<file path="src/hw/scope_pkg.sv">
/*
  scope acquisition package
  sample widths and types, saturation limits, trigger source and
  acquisition state encodings shared by the channel and trigger blocks
*/
`default_nettype none

package scope_pkg;

  // ADC sample width, 14-bit converters sit in the upper bits
  localparam int unsigned adc_dw = 16;
  // one guard bit so offset and band sums cannot wrap
  localparam int unsigned ext_dw = adc_dw + 1;
  // post-trigger window counter width
  localparam int unsigned cnt_dw = 16;

  // converter word as it comes off the pins
  typedef logic        [adc_dw-1:0] raw_t;
  // calibrated two's complement sample
  typedef logic signed [adc_dw-1:0] sample_t;
  // widened sample for sums and band limits
  typedef logic signed [ext_dw-1:0] sample_ext_t;

  // saturation limits
  localparam sample_t sample_max = {1'b0, {(adc_dw-1){1'b1}}};
  localparam sample_t sample_min = {1'b1, {(adc_dw-1){1'b0}}};

  // trigger edge source
  typedef enum logic [2:0] {
    trg_none    = 3'd0,
    trg_ch0_pos = 3'd1,
    trg_ch0_neg = 3'd2,
    trg_ch1_pos = 3'd3,
    trg_ch1_neg = 3'd4
  } trig_src_t;

  // trigger controller states
  typedef enum logic [1:0] {
    st_idle  = 2'd0,
    st_armed = 2'd1,
    st_post  = 2'd2
  } acq_state_t;

endpackage : scope_pkg

`default_nettype wire

</file>
<file path="src/hw/adc_chan_if.sv">
/*
  ADC channel bus
  one calibrated sample per cycle plus the comparator level and its
  edge pulses, no handshake, valid on every cycle after reset
*/
`default_nettype none

interface adc_chan_if;

  // calibrated sample
  scope_pkg::sample_t sample;
  // high while above the threshold band
  logic               above;
  // single-cycle pulses on level changes
  logic               pos_edge;
  logic               neg_edge;

  // channel side
  modport src (
    output sample,
    output above,
    output pos_edge,
    output neg_edge
  );

  // consumer side
  modport dst (
    input  sample,
    input  above,
    input  pos_edge,
    input  neg_edge
  );

endinterface : adc_chan_if

`default_nettype wire

</file>
<file path="src/hw/acq_trigger.sv">
/*
  acquisition trigger controller
  arms on request, fires on the selected channel edge, freezes both
  channel samples together and counts out the post-trigger window
*/
`default_nettype none

module acq_trigger (
  input  wire logic                      adc_clk,
  input  wire logic                      top_rst,
  // channel results
  adc_chan_if.dst                        ch0,
  adc_chan_if.dst                        ch1,
  // control
  input  wire scope_pkg::trig_src_t      trig_src_i,
  input  wire logic                      arm_i,
  input  wire logic [scope_pkg::cnt_dw-1:0] post_cnt_i,
  // status and snapshot
  output logic                           trig_o,
  output scope_pkg::sample_t             trig_dat0_o,
  output scope_pkg::sample_t             trig_dat1_o,
  output logic                           busy_o,
  output logic                           done_o
);

  scope_pkg::acq_state_t        state_r;
  scope_pkg::trig_src_t         src_r;
  logic [scope_pkg::cnt_dw-1:0] cnt_r;
  scope_pkg::sample_t           dat0_r;
  scope_pkg::sample_t           dat1_r;
  logic                         trig_r;
  logic                         done_r;
  logic                         hit;

  ////////////////////////////////////////
  // source select
  ////////////////////////////////////////

  // source latched at arm, none never fires
  always_comb begin
    case (src_r)
      scope_pkg::trg_ch0_pos: hit = ch0.pos_edge;
      scope_pkg::trg_ch0_neg: hit = ch0.neg_edge;
      scope_pkg::trg_ch1_pos: hit = ch1.pos_edge;
      scope_pkg::trg_ch1_neg: hit = ch1.neg_edge;
      default:                hit = 1'b0;
    endcase
  end

  ////////////////////////////////////////
  // state machine
  ////////////////////////////////////////

  always_ff @(posedge adc_clk, posedge top_rst) begin
    if (top_rst) begin
      state_r <= scope_pkg::st_idle;
      src_r   <= scope_pkg::trg_none;
      cnt_r   <= '0;
      dat0_r  <= '0;
      dat1_r  <= '0;
      trig_r  <= 1'b0;
      done_r  <= 1'b0;
    end else begin
      // pulses by default
      trig_r <= 1'b0;
      done_r <= 1'b0;
      case (state_r)
        scope_pkg::st_idle: begin
          if (arm_i) begin
            src_r   <= trig_src_i;
            state_r <= scope_pkg::st_armed;
          end
        end
        scope_pkg::st_armed: begin
          if (hit) begin
            // both channels frozen in the same cycle
            dat0_r  <= ch0.sample;
            dat1_r  <= ch1.sample;
            cnt_r   <= post_cnt_i;
            trig_r  <= 1'b1;
            state_r <= scope_pkg::st_post;
          end
        end
        scope_pkg::st_post: begin
          // zero and one both end right after the trigger
          if (cnt_r <= scope_pkg::cnt_dw'(1)) begin
            cnt_r   <= '0;
            done_r  <= 1'b1;
            state_r <= scope_pkg::st_idle;
          end else begin
            cnt_r <= cnt_r - 1'b1;
          end
        end
        default: begin
          state_r <= scope_pkg::st_idle;
        end
      endcase
    end
  end

  // outputs
  assign trig_o      = trig_r;
  assign done_o      = done_r;
  assign trig_dat0_o = dat0_r;
  assign trig_dat1_o = dat1_r;
  assign busy_o      = (state_r != scope_pkg::st_idle);

endmodule : acq_trigger

`default_nettype wire

</file>
<file path="src/hw/adc_channel.sv">
/*
  ADC channel front end
  registers the converter word, turns the negative-slope coding into
  two's complement, adds a saturating offset and runs a hysteresis
  comparator with registered edge pulses
*/
`default_nettype none

module adc_channel (
  input  wire logic                adc_clk,
  input  wire logic                top_rst,
  // converter word from the pins
  input  wire scope_pkg::raw_t     raw_i,
  // calibration and comparator settings
  input  wire scope_pkg::sample_t  offset_i,
  input  wire scope_pkg::sample_t  level_i,
  input  wire scope_pkg::sample_t  hyst_i,
  // channel results
  adc_chan_if.src                  chan
);

  ////////////////////////////////////////
  // input register
  ////////////////////////////////////////

  scope_pkg::raw_t raw_r;

  // meant to land in the IO block flops
  always_ff @(posedge adc_clk) begin
    raw_r <= raw_i;
  end

  ////////////////////////////////////////
  // sign conversion and offset
  ////////////////////////////////////////

  scope_pkg::sample_t     conv;
  scope_pkg::sample_ext_t sum;
  scope_pkg::sample_t     sat;
  scope_pkg::sample_t     sample_r;

  // negative slope, keep sign and flip the rest
  assign conv = {raw_r[scope_pkg::adc_dw-1], ~raw_r[scope_pkg::adc_dw-2:0]};

  // widened add, guard bit catches the overflow
  assign sum = scope_pkg::sample_ext_t'(conv) + scope_pkg::sample_ext_t'(offset_i);

  // clamp to the sample range
  always_comb begin
    if (sum > scope_pkg::sample_ext_t'(scope_pkg::sample_max)) begin
      sat = scope_pkg::sample_max;
    end else if (sum < scope_pkg::sample_ext_t'(scope_pkg::sample_min)) begin
      sat = scope_pkg::sample_min;
    end else begin
      sat = sum[scope_pkg::adc_dw-1:0];
    end
  end

  always_ff @(posedge adc_clk, posedge top_rst) begin
    if (top_rst) begin
      sample_r <= '0;
    end else begin
      sample_r <= sat;
    end
  end

  ////////////////////////////////////////
  // hysteresis comparator
  ////////////////////////////////////////

  scope_pkg::sample_t     hyst_pos;
  scope_pkg::sample_ext_t sample_ext;
  scope_pkg::sample_ext_t band_hi;
  scope_pkg::sample_ext_t band_lo;
  logic                   above_r;
  logic                   above_nxt;
  logic                   pos_r;
  logic                   neg_r;

  // negative hysteresis folds to zero width
  assign hyst_pos = hyst_i[scope_pkg::adc_dw-1] ? '0 : hyst_i;

  // band limits at full width
  assign sample_ext = scope_pkg::sample_ext_t'(sample_r);
  assign band_hi    = scope_pkg::sample_ext_t'(level_i) + scope_pkg::sample_ext_t'(hyst_pos);
  assign band_lo    = scope_pkg::sample_ext_t'(level_i) - scope_pkg::sample_ext_t'(hyst_pos);

  // set above the band, clear below, hold inside
  always_comb begin
    if (sample_ext > band_hi) begin
      above_nxt = 1'b1;
    end else if (sample_ext < band_lo) begin
      above_nxt = 1'b0;
    end else begin
      above_nxt = above_r;
    end
  end

  always_ff @(posedge adc_clk, posedge top_rst) begin
    if (top_rst) begin
      above_r <= 1'b0;
      pos_r   <= 1'b0;
      neg_r   <= 1'b0;
    end else begin
      above_r <= above_nxt;
      // pulses line up with the new level
      pos_r   <= above_nxt & ~above_r;
      neg_r   <= ~above_nxt & above_r;
    end
  end

  // drive the channel bus
  assign chan.sample   = sample_r;
  assign chan.above    = above_r;
  assign chan.pos_edge = pos_r;
  assign chan.neg_edge = neg_r;

endmodule : adc_channel

`default_nettype wire

</file>
<file path="src/hw/scope_top.sv">
/*
  dual-channel scope acquisition front end
  two calibrated ADC channels feeding one armable trigger controller
*/
`default_nettype none

module scope_top (
  input  wire logic                         adc_clk,
  input  wire logic                         top_rst,
  // converter pins
  input  wire scope_pkg::raw_t              adc_dat0_i,
  input  wire scope_pkg::raw_t              adc_dat1_i,
  // per channel calibration and comparator
  input  wire scope_pkg::sample_t           ch0_offset_i,
  input  wire scope_pkg::sample_t           ch1_offset_i,
  input  wire scope_pkg::sample_t           ch0_level_i,
  input  wire scope_pkg::sample_t           ch1_level_i,
  input  wire scope_pkg::sample_t           ch0_hyst_i,
  input  wire scope_pkg::sample_t           ch1_hyst_i,
  // trigger control
  input  wire scope_pkg::trig_src_t         trig_src_i,
  input  wire logic                         arm_i,
  input  wire logic [scope_pkg::cnt_dw-1:0] post_cnt_i,
  // sample streams, 2 cycles behind the pins
  output scope_pkg::sample_t                ch0_dat_o,
  output scope_pkg::sample_t                ch1_dat_o,
  // trigger status and snapshot
  output logic                              trig_o,
  output scope_pkg::sample_t                trig_dat0_o,
  output scope_pkg::sample_t                trig_dat1_o,
  output logic                              busy_o,
  output logic                              done_o
);

  // channel buses
  adc_chan_if ch0_bus ();
  adc_chan_if ch1_bus ();

  ////////////////////////////////////////
  // channels
  ////////////////////////////////////////

  adc_channel chan0 (
    .adc_clk  (adc_clk),
    .top_rst  (top_rst),
    .raw_i    (adc_dat0_i),
    .offset_i (ch0_offset_i),
    .level_i  (ch0_level_i),
    .hyst_i   (ch0_hyst_i),
    .chan     (ch0_bus)
  );

  adc_channel chan1 (
    .adc_clk  (adc_clk),
    .top_rst  (top_rst),
    .raw_i    (adc_dat1_i),
    .offset_i (ch1_offset_i),
    .level_i  (ch1_level_i),
    .hyst_i   (ch1_hyst_i),
    .chan     (ch1_bus)
  );

  // calibrated samples straight out
  assign ch0_dat_o = ch0_bus.sample;
  assign ch1_dat_o = ch1_bus.sample;

  ////////////////////////////////////////
  // trigger
  ////////////////////////////////////////

  acq_trigger trigger (
    .adc_clk     (adc_clk),
    .top_rst     (top_rst),
    .ch0         (ch0_bus),
    .ch1         (ch1_bus),
    .trig_src_i  (trig_src_i),
    .arm_i       (arm_i),
    .post_cnt_i  (post_cnt_i),
    .trig_o      (trig_o),
    .trig_dat0_o (trig_dat0_o),
    .trig_dat1_o (trig_dat1_o),
    .busy_o      (busy_o),
    .done_o      (done_o)
  );

endmodule : scope_top

`default_nettype wire

</file>
<file path="config.mk">
export PLATFORM = sky130hd
export DESIGN_NAME = scope_top
export DESIGN_NICKNAME = d
export VERILOG_FILES = /design/src/hw/scope_pkg.sv /design/src/hw/adc_chan_if.sv /design/src/hw/acq_trigger.sv /design/src/hw/adc_channel.sv /design/src/hw/scope_top.sv
export SDC_FILE = /design/constraint.sdc
export NUM_CORES = 1
export LEC_CHECK = 0
export BUFFER_PORTS_ARGS = -buffer_cell sky130_fd_sc_hd__clkbuf_2
export CORE_UTILIZATION = 40
export CTS_CLUSTER_SIZE = 8
export DETAILED_ROUTE_END_ITERATION = 10
export HOLD_SLACK_MARGIN = 0.08
export SETUP_SLACK_MARGIN = 0.02
export SYNTH_ARGS = -nofsm -noshare
export SYNTH_HDL_FRONTEND = slang
export SYNTH_SLANG_ARGS = --single-unit
</file>
<file path="constraint.sdc">
create_clock -name adc_clk -period 3.1 [get_ports adc_clk]
set_input_delay 0.155 -clock adc_clk [delete_from_list [all_inputs] [get_ports adc_clk]]
set_output_delay 0.155 -clock adc_clk [all_outputs]
set_load 0.03 [all_outputs]
</file>
---- Word level (Yosys, flattened, before mapping) ----
Cells that the tools add are included.
W data, S select, Z words.
storage, ports and cells
  memory bits (writable) .................. 0
  memory bits (read-only) ................. 0
  register bits after elaboration ......... 125
  output and inout port bits .............. 67
  memories kept ........................... 0
  latch bits .............................. 0
cells by class
  multiplexer cells ....................... 22
  divide/modulo/power cells ............... 0
  multipliers ............................. 0
  $lt $le $gt $ge ......................... 9
  equality and inequality tests ........... 9
  reductions and logical operators ........ 7
  bitwise gates (word level) .............. 10
  $add $sub $neg .......................... 7
  shift operators ......................... 0
operator list
  kind                     count
  $mux W16                 6
  $add A16 B16 Y17         4
  $gt A16 B17 Y1           2
  $gt A17 B16 Y1 const B   2
  $lt A16 B17 Y1           2
  $lt A17 B16 Y1 const B   2
  $sub A16 B16 Y17         2
  $pmux W16 S2             1
  $mux W15                 2
  $not A15 Y15             2
  $le A16 B1 Y1 const B    1
  $sub A16 B1 Y16 const B  1
  $mux W1                  8
  $eq A3 B2 Y1 const B     2
  $mux W2                  3
  $pmux W2 S3              1
  $reduce_and A2 Y1        3
  $and A1 B1 Y1            4
  $ne A2 B1 Y1 const B     2
  $not A1 Y1               4
  $pmux W1 S4              1
  $reduce_bool A2 Y1       2
  $eq A3 B1 Y1 const B     1
  $eq A3 B3 Y1 const B     1
  5 further kinds          5

---- Depth between registers and ports, before layout ----
Gate-level depths: netlist of run 1.
  word-level depth ........................ 7
  depth in mapped cells ................... 20

---- Cells and area by module ----
From an unflattened synthesis of run 1, not the netlist that was laid out.
second synthesis, totals
  cell total of the unflattened synthesis .. 1239
  area, all modules ....................... 10779.1 um2
modules (own cells, without submodules)
  module                area each (um2)  cells an instance  instances  seq. area each (um2)
  adc_channel at chan0  4196.5           482                1          795.8
  adc_channel at chan1  4031.4           476                1          795.8
  acq_trigger           2551.2           281                1          1376.3

---- Worst setup path before layout of run 1 ----
Ideal clock, no wire load.
  kind .................................... input to register
  from .................................... input ch0_hyst_i[15]
  to ...................................... register chan0.above_r (netlist: chan0.chan.above)
  data required time ...................... 2.981 ns
  slack ................................... -0.748 ns
  arrival time ............................ 3.729 ns
  library setup time ...................... 0.119 ns
  stages .................................. 19
  cell sequence ........................... clkbuf_1 nor2b_1 ha_1 inv_1 fa_1 o21bai_1 a21oi_1 o21bai_1 a21oi_1 o31a_1 a21oi_1 xor2_1 ha_1 a21o_1 a2111o_1 a211oi_1 nand2_1 o21ai_0 a21bo_2
on the way
  cells in the longest elaborated chain, start to end .. 5
  elaborated cells between the ends (all ways) .. 7
ends and longest elaborated chain
  element                 line                RTL
  start: declaration      scope_top.sv:18     input wire scope_pkg::sample_t ch0_hyst_i,
  $mux W15 (*)            adc_channel.sv:81   assign hyst_pos = hyst_i[scope_pkg::adc_dw-1] ? '0 : hyst_i;
  $sub A16 B16 Y17        adc_channel.sv:86   assign band_lo = scope_pkg::sample_ext_t'(level_i) - scope_pkg::sample_ext_t'(hyst_pos);
  $lt A16 B17 Y1          adc_channel.sv:92   end else if (sample_ext < band_lo) begin
  $mux W1                 adc_channel.sv:92
  $mux W1 (*)             adc_channel.sv:90   if (sample_ext > band_hi) begin
  net chan0.above_nxt     adc_channel.sv:76   logic above_nxt;
  end signal: assignment  adc_channel.sv:105  above_r <= above_nxt;
  end: declaration        adc_channel.sv:75   logic above_r;
The timed path passes the listed nets; every way through them passes the cells marked *.
A chain may end at the register's enable or synchronous reset.

---- Worst setup path in the final report of run 1 ----
Ends and elaborated chain as after synthesis.

==> results.json, run 1 <==
{
  "timing.slew.headroom_pct": 35.2,
  "time_the_worst_path_needs_with_i_o_delays_and_setup_ns": 3.30,
  "timing.critical_path.arrival_ns": 3.60,
  "post-route-util_pct": 58.0,
  "drt_iter0_markers": 494,
  "maxClockFrequency_mhz": 303,
  "finClkSkew_ns": 0.0129,
  "vias_per_cell": 5.09,
  "critical_path.max_fanout": 4,
  "remaining_drc_errors": 0,
  "synth_sequential_area_ratio_pct": 28.4,
  "crit_required_ns": 3.40,
  "final_net_count": 1976,
  "final_cell_area_um2": 14700,
  "regToRegEndpoint": "chan0.chan.sample[4]",
  "floorplan.initialDensity_pct": 41.1,
  "fp-row-count": 58,
  "postPlaceCellArea_um2": 13100,
  "synth.area.top_cells": "sky130_fd_sc_hd__dfrtp_1, sky130_fd_sc_hd__ha_1, sky130_fd_sc_hd__dfxtp_1",
  "final_critical_path_setup_slack_ns": -0.203,
  "seq_area_um2": 2970,
  "placeableCoreArea_um2": 25400,
  "netlist_instances": 1230,
  "timing_worst_setup_path_type": "primary input to flop",
  "htree_levels": 4,
  "clock_tree.root_cell": "sky130_fd_sc_hd__clkbuf_16",
  "yosys-top-cells-count": "sky130_fd_sc_hd__ha_1, sky130_fd_sc_hd__nand2_1, sky130_fd_sc_hd__a21oi_1",
  "drt-pass1-iter-count": 5,
  "die_w_um": 164,
  "rr_worst_depth": 10,
  "worst_setup_path_end_kind": "flop",
  "synth.lib_cells_used.distinct": 78,
  "async_flop_share_pct": 74.4,
  "port_buffers": 216,
  "clock_latency_ns": 0.42,
  "timing.rr.start": "chan0.raw_r[0]",
  "number_of_failing_hold_endpoints_at_the_final_stage": 0,
  "fillers": 2309,
  "syn_avg_cell_area_um2": 8.49,
  "grt_setup_unrepaired": "true",
  "worst_hold_startpoint": "ch0_offset_i[0]",
  "overflow": 0,
  "post-dp-hpwl_mm": 23.8,
  "synth_top_cell_area_share_pct": 22.3,
  "whs_path_depth": 4,
  "synth.cell_area_um2": 10400,
  "setup_viol_count_final": 3,
  "post_drt_wl_per_cell_um": 15.5,
  "cts.clk_slew.worst_paths_ns": 0.06,
  "clock_tree_from_tritoncts": "yes",
  "area.growth.synth_to_final_pct": 40.9,
  "synth.net_count": 1554,
  "most_frequent_cell_after_synthesis": "sky130_fd_sc_hd__ha_1",
  "final_count_of_pins_violating_max_slew": 0,
  "post-route-period-util_pct": 107,
  "synth.yosys.warnings": 0,
  "drive_gt1_share_pct": 30.3,
  "synth.ff_latch_count": 125,
  "cts_buffer_depth": 2,
  "floorplan.die_area_um2": 26800,
  "ir_drop_mv": 0.580,
  "num_vias": 10200,
  "timing.hold.worst.class": "primary input to flop",
  "global_route.usage.total_pct": 22.9,
  "synthFlopType": "sky130_fd_sc_hd__dfrtp_1",
  "violations": "setup timing",
  "grt_pass1_wl_mm": 48.0,
  "ff2ff_setup_slack_ns": 0.12,
  "multi_input_area_um2": 7400,
  "synth-edff-count": 0,
  "drt.antenna.violating_nets": 0,
  "numCtsBuffers": 17,
  "chipHeight_um": 164,
  "grt_antenna_before_repair": 1,
  "holdPathEnd": "chan0.chan.sample[0]",
  "grt_start_max_net_pins": 79,
  "cap_violations": 0,
  "setup.worst_path.start_class": "primary input",
  "num_io_pins": 217,
  "sink_count": 125,
  "worst_slew_pin_slew_ns": 0.972,
  "netlist.top_cell.by_area": "sky130_fd_sc_hd__dfrtp_1",
  "p_per_cell_area_nw_per_um2": 615,
  "leakagePower_nw": 7.56,
  "postRouteWirelength_mm": 31.0,
  "run_status": "finished, violations left",
  "grt_pass1_vias": 9712,
  "place_congestion": 0.887
}
[sequential cells by signal, indices dropped and copies added (netlist names), 2 cells and up]
name	cells
chan0.chan.sample	16
chan0.raw_r	16
chan1.chan.sample	16
chan1.raw_r	16
trigger.cnt_r	16
trigger.src_r	3
trigger.state_r	2
trigger.trig_dat0_o	16
trigger.trig_dat1_o	16
[what timing repair did]
action                                  CTS  global route
hold endpoints to repair                128             0
resized for setup                        18            60
endpoints found under the setup margin    6            10
hold buffers                             52             0
pin swaps                                15            43
gates cloned                              0             1
buffers inserted                          8             9
[layout make-up]
class	instances	area share, %
clock inverter	13	0.858
tap	330	2.80
multi-input combinational	960	50.3
inverter	114	2.92
antenna	1	0.0170
timing repair buffer	434	19.8
sequential	125	20.2
clock buffer	19	3.15
[worst max-delay path, stage by stage]
cell and delay [ns]:
sky130_fd_sc_hd__clkbuf_16 0.13, sky130_fd_sc_hd__nor2b_4 0.13, sky130_fd_sc_hd__ha_4 0.15, sky130_fd_sc_hd__inv_2 0.03, sky130_fd_sc_hd__fa_2 0.37, sky130_fd_sc_hd__o21bai_4 0.15
sky130_fd_sc_hd__a21oi_4 0.08, sky130_fd_sc_hd__buf_4 0.13, sky130_fd_sc_hd__buf_4 0.12, sky130_fd_sc_hd__buf_4 0.12, sky130_fd_sc_hd__buf_4 0.13, sky130_fd_sc_hd__buf_4 0.12
sky130_fd_sc_hd__buf_4 0.12, sky130_fd_sc_hd__buf_4 0.14, sky130_fd_sc_hd__xnor2_4 0.14, sky130_fd_sc_hd__ha_4 0.27, sky130_fd_sc_hd__nand3_2 0.06, sky130_fd_sc_hd__or4_1 0.48
sky130_fd_sc_hd__mux2i_1 0.18, sky130_fd_sc_hd__a221oi_2 0.06, sky130_fd_sc_hd__o21ai_2 0.08, sky130_fd_sc_hd__a21bo_2 0.24
[worst max path at each step]
stage | from | to | slack, ns | cells past startpoint
2_1_floorplan | ch0_hyst_i[15] | chan0.chan.above | -0.50 | 19
3_3_place_gp | ch0_hyst_i[15] | chan0.chan.above | -0.68 | 19
3_5_place_dp | ch0_hyst_i[15] | chan0.chan.above | -0.71 | 19
4_1_cts | ch0_hyst_i[0] | chan0.chan.above | -0.24 | 19
5_1_grt | ch0_hyst_i[15] | chan0.chan.above | -0.28 | 17
6_report | ch0_hyst_i[15] | chan0.chan.above | -0.20 | 22
[layout by cell type (no fill, tap or decap), types with 52 or more instances in the layout]
master,count
sky130_fd_sc_hd__clkbuf_2,214
sky130_fd_sc_hd__buf_4,162
sky130_fd_sc_hd__ha_1,158
sky130_fd_sc_hd__nand2_1,138
sky130_fd_sc_hd__inv_1,111
sky130_fd_sc_hd__a21oi_1,104
sky130_fd_sc_hd__dfrtp_1,93
sky130_fd_sc_hd__o21ai_0,71
sky130_fd_sc_hd__nor2_1,63
sky130_fd_sc_hd__xnor2_1,63
sky130_fd_sc_hd__dlygate4sd3_1,52
[stage by stage]
| stage | power (mW) | setup WS, ns | hold WS [ns] | instances | TNS (ns) |
|---|---|---|---|---|---|
| global placement | 6.76 | -0.676 | 0.257 | 1893 | -3.14 |
| finish | 9.05 | -0.203 | 0.114 | 1996 | -0.384 |
| detailed placement | 6.83 | -0.712 | 0.259 | 1893 | -3.59 |
| floorplan | 5.33 | -0.499 | 0.183 | 1230 | -1.37 |
| global route | 9.71 | -0.284 | 0.112 | 1995 | -0.903 |
| CTS | 8.96 | -0.236 | 0.0944 | 1985 | -0.486 |
[cells by family after synthesis]
| group | synth area share (%) |
|---|---|
| simple gates | 16.1 |
| compound gates | 20.8 |
| fa+ha+maj | 22.1 |
| buf+inv | 5.43 |
| flops | 28.4 |
| xor+xnor | 6.62 |
| mux | 0.515 |
[power by group]
part	switching [mW]	total, mW	internal, mW
clock network	0.804	1.99	1.19
registers	0.490	2.62	2.13
logic	2.61	4.44	1.83
[layer usage]
metal | vias to the layer above | part of all wire [%] | track usage, %
met1 | 4729 | 46 | 29.9
li1 | 5134 | - | -
met4 | 0 | 1.9 | 6.36
met3 | 32 | 5.2 | 4.70
met5 | - | 0 | 0
met2 | 271 | 47 | 37.9
Power figures use the tool's default switching activity.
==> run 2: changes to the inputs <==
--- a/config.mk
+++ b/config.mk
@@ -10,6 +10,7 @@
 export CTS_CLUSTER_SIZE = 8
 export DETAILED_ROUTE_END_ITERATION = 10
 export HOLD_SLACK_MARGIN = 0.08
+export RECOVER_POWER = 100
 export SETUP_SLACK_MARGIN = 0.02
 export SYNTH_ARGS = -nofsm -noshare
 export SYNTH_HDL_FRONTEND = slang
==> results.json, run 2 (synthesis gave the netlist of run 1 again) <==
{
  "final_cell_area_um2": 14600,
  "drt_iter0_markers": 482,
  "postRouteWirelength_mm": 31.0,
  "fp-row-count": 58,
  "maxClockFrequency_mhz": 302,
  "crit_required_ns": 3.40,
  "num_vias": 10200,
  "area.growth.synth_to_final_pct": 39.5,
  "globalRoute.busiestLayer": "met2",
  "finalSetupTns_ns": -0.401,
  "global_route.usage.met2_pct": 37.9,
  "postPlaceCellArea_um2": 13100,
  "grt_pass1_vias": 9712,
  "cts_buffer_depth": 2,
  "share_comb_of_total_power_pct": 48.5,
  "htree_levels": 4,
  "drt.antenna.violating_nets": 0,
  "netSwitchingPower_mw": 3.88,
  "post-route-period-util_pct": 107,
  "final_critical_path_setup_slack_ns": -0.209,
  "grt_start_max_net_pins": 79,
  "setup_viol_count_final": 3,
  "timing.hold.worst.class": "primary input to flop",
  "chipHeight_um": 164,
  "worst_slew_pin_slew_ns": 1.64,
  "globalRouteMet3Util_pct": 4.70,
  "p_per_cell_area_nw_per_um2": 613,
  "timing.critical_path.arrival_ns": 3.61,
  "timing_worst_setup_path_type": "primary input to flop",
  "worst_setup_path_end_kind": "flop",
  "p_total_mw": 8.93,
  "overflow": 0,
  "cell_internal_pwr_mw": 5.05,
  "place_congestion": 0.887,
  "leakagePower_nw": 7.33,
  "ir_drop_mv": 0.567,
  "floorplan.initialDensity_pct": 41.1,
  "cap_violations": 1,
  "port_buffers": 216,
  "clock_tree_from_tritoncts": "yes",
  "post-dp-hpwl_mm": 23.8,
  "sink_count": 125,
  "grt_antenna_before_repair": 1,
  "power.share.switching_pct": 43.4,
  "critical_path.max_fanout": 4,
  "share_clk_of_total_power_pct": 22.3,
  "grt_setup_unrepaired": "true",
  "placeableCoreArea_um2": 25400,
  "setup.worst_path.start_class": "primary input",
  "violations": "capacitance limit, slew limit, setup timing",
  "grt.met1_usage_pct": 29.9,
  "layout.cells.most_common": "sky130_fd_sc_hd__ha_1",
  "post_drt_wl_per_cell_um": 15.5,
  "time_the_worst_path_needs_with_i_o_delays_and_setup_ns": 3.31,
  "final_count_of_pins_violating_max_slew": 79,
  "timing.slew.headroom_pct": -9.15,
  "seq_power_share_pct": 29.3,
  "num_io_pins": 217,
  "number_of_failing_hold_endpoints_at_the_final_stage": 0,
  "grt_pass1_wl_mm": 48.0,
  "final_net_count": 1976,
  "vias_per_cell": 5.09,
  "clock_tree.root_cell": "sky130_fd_sc_hd__clkbuf_16",
  "final_cell_mix": "sky130_fd_sc_hd__ha_1, sky130_fd_sc_hd__buf_4, sky130_fd_sc_hd__clkbuf_2, sky130_fd_sc_hd__nand2_1, sky130_fd_sc_hd__inv_1",
  "drt-pass1-iter-count": 5,
  "clock_latency_ns": 0.41,
  "run_status": "finished, violations left",
  "drive_gt1_share_pct": 25.8,
  "remaining_drc_errors": 0,
  "global_route.usage.total_pct": 22.9,
  "floorplan.die_area_um2": 26800,
  "numCtsBuffers": 17,
  "cts.clk_slew.worst_paths_ns": 0.06,
  "die_w_um": 164,
  "finClkSkew_ns": 0.0120
}
[run 2: per-stage QoR]
| stage | util (%) | setup WS [ns] | std cells | hold slack [ns] |
|---|---|---|---|---|
| 3_3_place_gp | 51.4 | -0.676 | 1893 | 0.257 |
| 5_1_grt | 57.4 | -0.284 | 1995 | 0.112 |
| 4_1_cts | 56.5 | -0.236 | 1985 | 0.0944 |
| 3_5_place_dp | 51.4 | -0.712 | 1893 | 0.259 |
| 2_1_floorplan | - | -0.499 | 1230 | 0.183 |
| 6_report | 57.4 | -0.209 | 1996 | 0.115 |
[run 2: critical path: stages]
cell and delay (ns):
sky130_fd_sc_hd__clkbuf_16 0.13, sky130_fd_sc_hd__nor2b_4 0.13, sky130_fd_sc_hd__ha_4 0.15, sky130_fd_sc_hd__inv_2 0.03
sky130_fd_sc_hd__fa_2 0.37, sky130_fd_sc_hd__o21bai_4 0.15, sky130_fd_sc_hd__a21oi_4 0.08, sky130_fd_sc_hd__buf_4 0.13
sky130_fd_sc_hd__buf_4 0.12, sky130_fd_sc_hd__buf_4 0.12, sky130_fd_sc_hd__buf_4 0.13, sky130_fd_sc_hd__buf_4 0.12
sky130_fd_sc_hd__buf_4 0.12, sky130_fd_sc_hd__buf_4 0.14, sky130_fd_sc_hd__xnor2_4 0.14, sky130_fd_sc_hd__ha_4 0.27
sky130_fd_sc_hd__nand3_2 0.06, sky130_fd_sc_hd__or4_1 0.48, sky130_fd_sc_hd__mux2i_1 0.18, sky130_fd_sc_hd__a221oi_2 0.06
sky130_fd_sc_hd__o21ai_2 0.08, sky130_fd_sc_hd__a21bo_2 0.24
[run 2: final cells by class]
type,instances,area [um2]
Tap cell,330,413
Fill cell,2358,10800
Inverter,114,428
Clock buffer,19,464
Sequential cell,125,2970
Multi-Input combinational cell,960,7360
Antenna cell,1,2.50
Timing Repair Buffer,434,2810
Clock inverter,13,126
[run 2: power by group through the flow]
stage          logic (mW)  clock network (mW)  registers (mW)
2_1_floorplan        2.23                   0            3.09
3_3_place_gp         4.11                   0            2.64
3_5_place_dp         4.19                   0            2.64
4_1_cts              4.30                2.03            2.63
5_1_grt              4.79                2.12            2.68
6_report             4.33                1.99            2.61
[run 2: worst paths after layout]
check / start / to / slack, ns / cells past startpoint
max: ch0_hyst_i[15] / chan0.chan.above / -0.21 / 22
min: ch0_offset_i[0] / chan0.chan.sample[0] / 0.11 / 4
max reg2reg: chan0.raw_r[0] / chan0.chan.sample[4] / 0.01 / 10
min reg2reg: chan1.chan.above / chan1.chan.pos_edge / 0.46 / 1
max in group asynchronous: top_rst / trigger.trig_dat1_o[15] / 0.65 / 4
min in group asynchronous: top_rst / trigger.trig_o / 0.76 / 3
[run 2: per-layer routing]
| metal | up-vias | part of all wire, % |
|---|---|---|
| met5 | - | 0 |
| met4 | 0 | 1.7 |
| met3 | 28 | 4.9 |
| met2 | 275 | 47 |
| met1 | 4728 | 46 |
| li1 | 5134 | - |
[run 2: repair_timing]
| item | CTS | global route |
|---|---|---|
| endpoints found under the hold margin | 128 | 0 |
| setup endpoints to repair | 6 | 10 |
| pin swaps | 15 | 43 |
| hold buffers | 52 | 0 |
| resized for setup | 18 | 60 |
| setup buffers | 8 | 9 |
| cloned | 0 | 1 |
==> run 3: changes to the inputs <==
--- a/config.mk
+++ b/config.mk
@@ -5,13 +5,16 @@
 export SDC_FILE = /design/constraint.sdc
 export NUM_CORES = 1
 export LEC_CHECK = 0
+export ABC_AREA = 1
 export BUFFER_PORTS_ARGS = -buffer_cell sky130_fd_sc_hd__clkbuf_2
 export CORE_UTILIZATION = 40
 export CTS_CLUSTER_SIZE = 8
 export DETAILED_ROUTE_END_ITERATION = 10
 export HOLD_SLACK_MARGIN = 0.08
+export MAX_ROUTING_LAYER = met4
 export RECOVER_POWER = 100
 export SETUP_SLACK_MARGIN = 0.02
+export SLEW_MARGIN = 10
 export SYNTH_ARGS = -nofsm -noshare
 export SYNTH_HDL_FRONTEND = slang
 export SYNTH_SLANG_ARGS = --single-unit
==> results.json, run 3 <==
{
  "grt_antenna_before_repair": 0,
  "area.growth.synth_to_final_pct": 25.9,
  "post-dp-hpwl_mm": 26.9,
  "regToRegEndpoint": "trigger.cnt_r[11]",
  "run_status": "finished, violations left",
  "post_drt_wl_per_cell_um": 13.7,
  "crit_path_cell_trace": "clkbuf_2 > inv_2 > buf_12 > nand2_1 > ha_1 > nor2_1 > a21oi_1 > nand3_2 > a21oi_1 > xor2_1 > ha_1 > a21oi_1 > a21oi_1 > nor2_1 > nand3_1 > nand2_1 > nand2_1 > nand3_1 > inv_1",
  "synthFlopType": "sky130_fd_sc_hd__dfrtp_1",
  "global_route.usage.total_pct": 23.9,
  "timing.critical_path.mode_cell": "sky130_fd_sc_hd__a21oi_1",
  "synth.net_count": 2002,
  "critical_path.startpoint": "ch1_hyst_i[15]",
  "netlist_instances": 1678,
  "synth-edff-count": 0,
  "setup.worst_path.start_class": "primary input",
  "p_total_mw": 6.80,
  "seq_power_share_pct": 30.3,
  "share_comb_of_total_power_pct": 39.7,
  "yosys-top-cells-count": "sky130_fd_sc_hd__nand2_1, sky130_fd_sc_hd__inv_1, sky130_fd_sc_hd__ha_1",
  "final_critical_path_setup_slack_ns": 0.295,
  "dpl_worst_slack_ns": -0.258,
  "ir_drop_mv": 0.449,
  "synth.area.top_cells": "sky130_fd_sc_hd__dfrtp_1, sky130_fd_sc_hd__nand2_1, sky130_fd_sc_hd__ha_1",
  "synth.ff_latch_count": 125,
  "final_count_of_pins_violating_max_slew": 49,
  "timing.critical_path.slowest_stage_cell": "sky130_fd_sc_hd__ha_1",
  "number_of_failing_hold_endpoints_at_the_final_stage": 0,
  "grt_pass1_vias": 10800,
  "clock_latency_ns": 0.42,
  "num_vias": 11300,
  "antenna_cells_inserted": 0,
  "floorplan.initialDensity_pct": 40.7,
  "critical_path.n_buffers_inverters": 4,
  "ff2ff_setup_slack_ns": 0.54,
  "remaining_drc_errors": 0,
  "post-route-period-util_pct": 90.5,
  "synth.lib_cells_used.distinct": 44,
  "fillers": 2875,
  "grt_pass1_wl_mm": 53.3,
  "maxClockFrequency_mhz": 356,
  "numCtsBuffers": 17,
  "multi_input_area_um2": 7320,
  "async_flop_share_pct": 74.4,
  "postRouteWirelength_mm": 32.9,
  "cap_violations": 1,
  "critical_path.max_fanout": 10,
  "layout.cells.most_common": "sky130_fd_sc_hd__nand2_1",
  "drt-pass1-iter-count": 5,
  "timing.critical_path.depth": 19,
  "synth_sequential_area_ratio_pct": 26.1,
  "syn_avg_cell_area_um2": 6.76,
  "drive_gt1_share_pct": 13.8,
  "timing.rr.start": "trigger.cnt_r[0]",
  "worst_slew_pin_slew_ns": 1.81,
  "p_per_cell_area_nw_per_um2": 476,
  "port_buffers": 216,
  "time_the_worst_path_needs_with_i_o_delays_and_setup_ns": 2.81,
  "final_net_count": 2330,
  "vias_per_cell": 4.73,
  "die_w_um": 170,
  "violations": "capacitance limit, slew limit",
  "seq_area_um2": 2970,
  "overflow": 0,
  "worstSetupEndpoint": "chan1.chan.neg_edge",
  "crit_required_ns": 3.41,
  "timing.hold.worst.class": "primary input to flop",
  "timing.critical_path.arrival_ns": 3.11,
  "cts_buffer_depth": 2,
  "final_cell_mix": "sky130_fd_sc_hd__nand2_1, sky130_fd_sc_hd__inv_1, sky130_fd_sc_hd__ha_1, sky130_fd_sc_hd__clkbuf_2, sky130_fd_sc_hd__nor2_1",
  "netlist.top_cell.by_area": "sky130_fd_sc_hd__dfrtp_1",
  "floorplan.die_area_um2": 29100,
  "finClkSkew_ns": 0.0103,
  "setup_viol_count_final": 0,
  "postPlaceCellArea_um2": 13400,
  "synth_top_cell_area_share_pct": 20.5,
  "postCtsSetupRepairBufs": 0,
  "fp-row-count": 61,
  "timing.slew.headroom_pct": -20.7,
  "most_frequent_cell_after_synthesis": "sky130_fd_sc_hd__nand2_1",
  "clock_tree_from_tritoncts": "yes",
  "synth.yosys.warnings": 0,
  "chipHeight_um": 170,
  "place_congestion": 0.892,
  "timing_worst_setup_path_type": "primary input to flop",
  "netSwitchingPower_mw": 2.74,
  "rr_worst_depth": 11,
  "htree_levels": 4,
  "final_cell_area_um2": 14300,
  "synth.cell_area_um2": 11400,
  "share_clk_of_total_power_pct": 30.0,
  "clock_tree.root_cell": "sky130_fd_sc_hd__clkbuf_16",
  "cp_slowest_stage_delay_ns": 0.42,
  "power.share.switching_pct": 40.4,
  "sink_count": 125,
  "drt.antenna.violating_nets": 0,
  "drt_iter0_markers": 647,
  "num_io_pins": 217,
  "placeableCoreArea_um2": 27900,
  "grt_start_max_net_pins": 49,
  "cell_internal_pwr_mw": 4.05,
  "cts.clk_slew.worst_paths_ns": 0.06,
  "leakagePower_nw": 8.18,
  "worst_setup_path_end_kind": "flop",
  "cpLargestDelayFamily": "simple AND/OR/NAND/NOR gates"
}
[run 3: cell families after synthesis]
logic type,count (synthesis),synth area share [%]
xor+xnor,64,4.94
simple gates,835,29.9
buf+inv,271,9.29
flops,125,26.1
mux,1,0.0992
fa+ha+maj,174,19.6
compound gates,208,10.0
[run 3: what timing repair did]
item	4_1_cts	5_1_grt
resized for setup	0	9
endpoints found under the setup margin	0	5
endpoints found under the hold margin	88	0
hold buffers	42	0
[run 3: worst reg2reg max path, cell delays in order (launching register included)]
cell                       delay (ns)
sky130_fd_sc_hd__dfrtp_1         0.40
sky130_fd_sc_hd__inv_1           0.12
sky130_fd_sc_hd__ha_1            0.24
sky130_fd_sc_hd__nand2_1         0.15
sky130_fd_sc_hd__nor2_1          0.36
sky130_fd_sc_hd__o21ai_0         0.21
sky130_fd_sc_hd__nand2_1         0.47
sky130_fd_sc_hd__inv_1           0.22
sky130_fd_sc_hd__nand3b_1        0.13
sky130_fd_sc_hd__nand2_1         0.05
sky130_fd_sc_hd__nand2_1         0.05
sky130_fd_sc_hd__nand2_1         0.06
[run 3: metal layers]
layer	GRT usage (%)	vias to the layer above	wire [um]
li1	-	5953	-
met1	33.4	5090	16900
met2	37.0	266	14400
met3	3.14	20	1340
met4	4.47	0	300
met5	-	-	0
[run 3: power groups by stage]
stage	sequential [mW]	clock [mW]	combinational [mW]
final	2.06	2.04	2.70
after global routing	2.09	2.14	3.10
after global placement	2.10	0	2.64
after detailed placement	2.10	0	2.67
after CTS	2.07	2.08	2.73
after floorplan	2.18	0	1.63
[run 3: per-stage QoR]
step	cells	TNS, ns	hold slack, ns	utilization, %
6_report	2397	0	0.101	51.3
5_1_grt	2397	-0.00104	0.121	51.3
4_1_cts	2397	0	0.0856	51.7
3_5_place_dp	2323	-0.823	0.257	48.1
3_3_place_gp	2323	-0.740	0.258	48.1
2_1_floorplan	1678	0	0.183	-
[run 3: how the worst min path moves through the flow]
stage | to | cells past startpoint | slack, ns | startpoint
finish | trigger.cnt_r[1] | 5 | 0.10 | post_cnt_i[1]
global route | trigger.cnt_r[14] | 3 | 0.12 | post_cnt_i[14]
CTS | trigger.cnt_r[1] | 5 | 0.09 | post_cnt_i[1]
detailed placement | trigger.trig_dat1_o[14] | 2 | 0.26 | top_rst
global placement | trigger.trig_dat1_o[11] | 2 | 0.26 | top_rst
floorplan | chan0.raw_r[0] | 0 | 0.18 | adc_dat0_i[0]
[run 3: layout make-up]
cell class                      count  area share [%]
Clock buffer                       17            2.98
Clock inverter                     15            1.21
Inverter                          246            6.46
Multi-Input combinational cell   1282            51.2
Sequential cell                   125            20.8
Tap cell                          378            3.31
Timing Repair Buffer              334            14.1
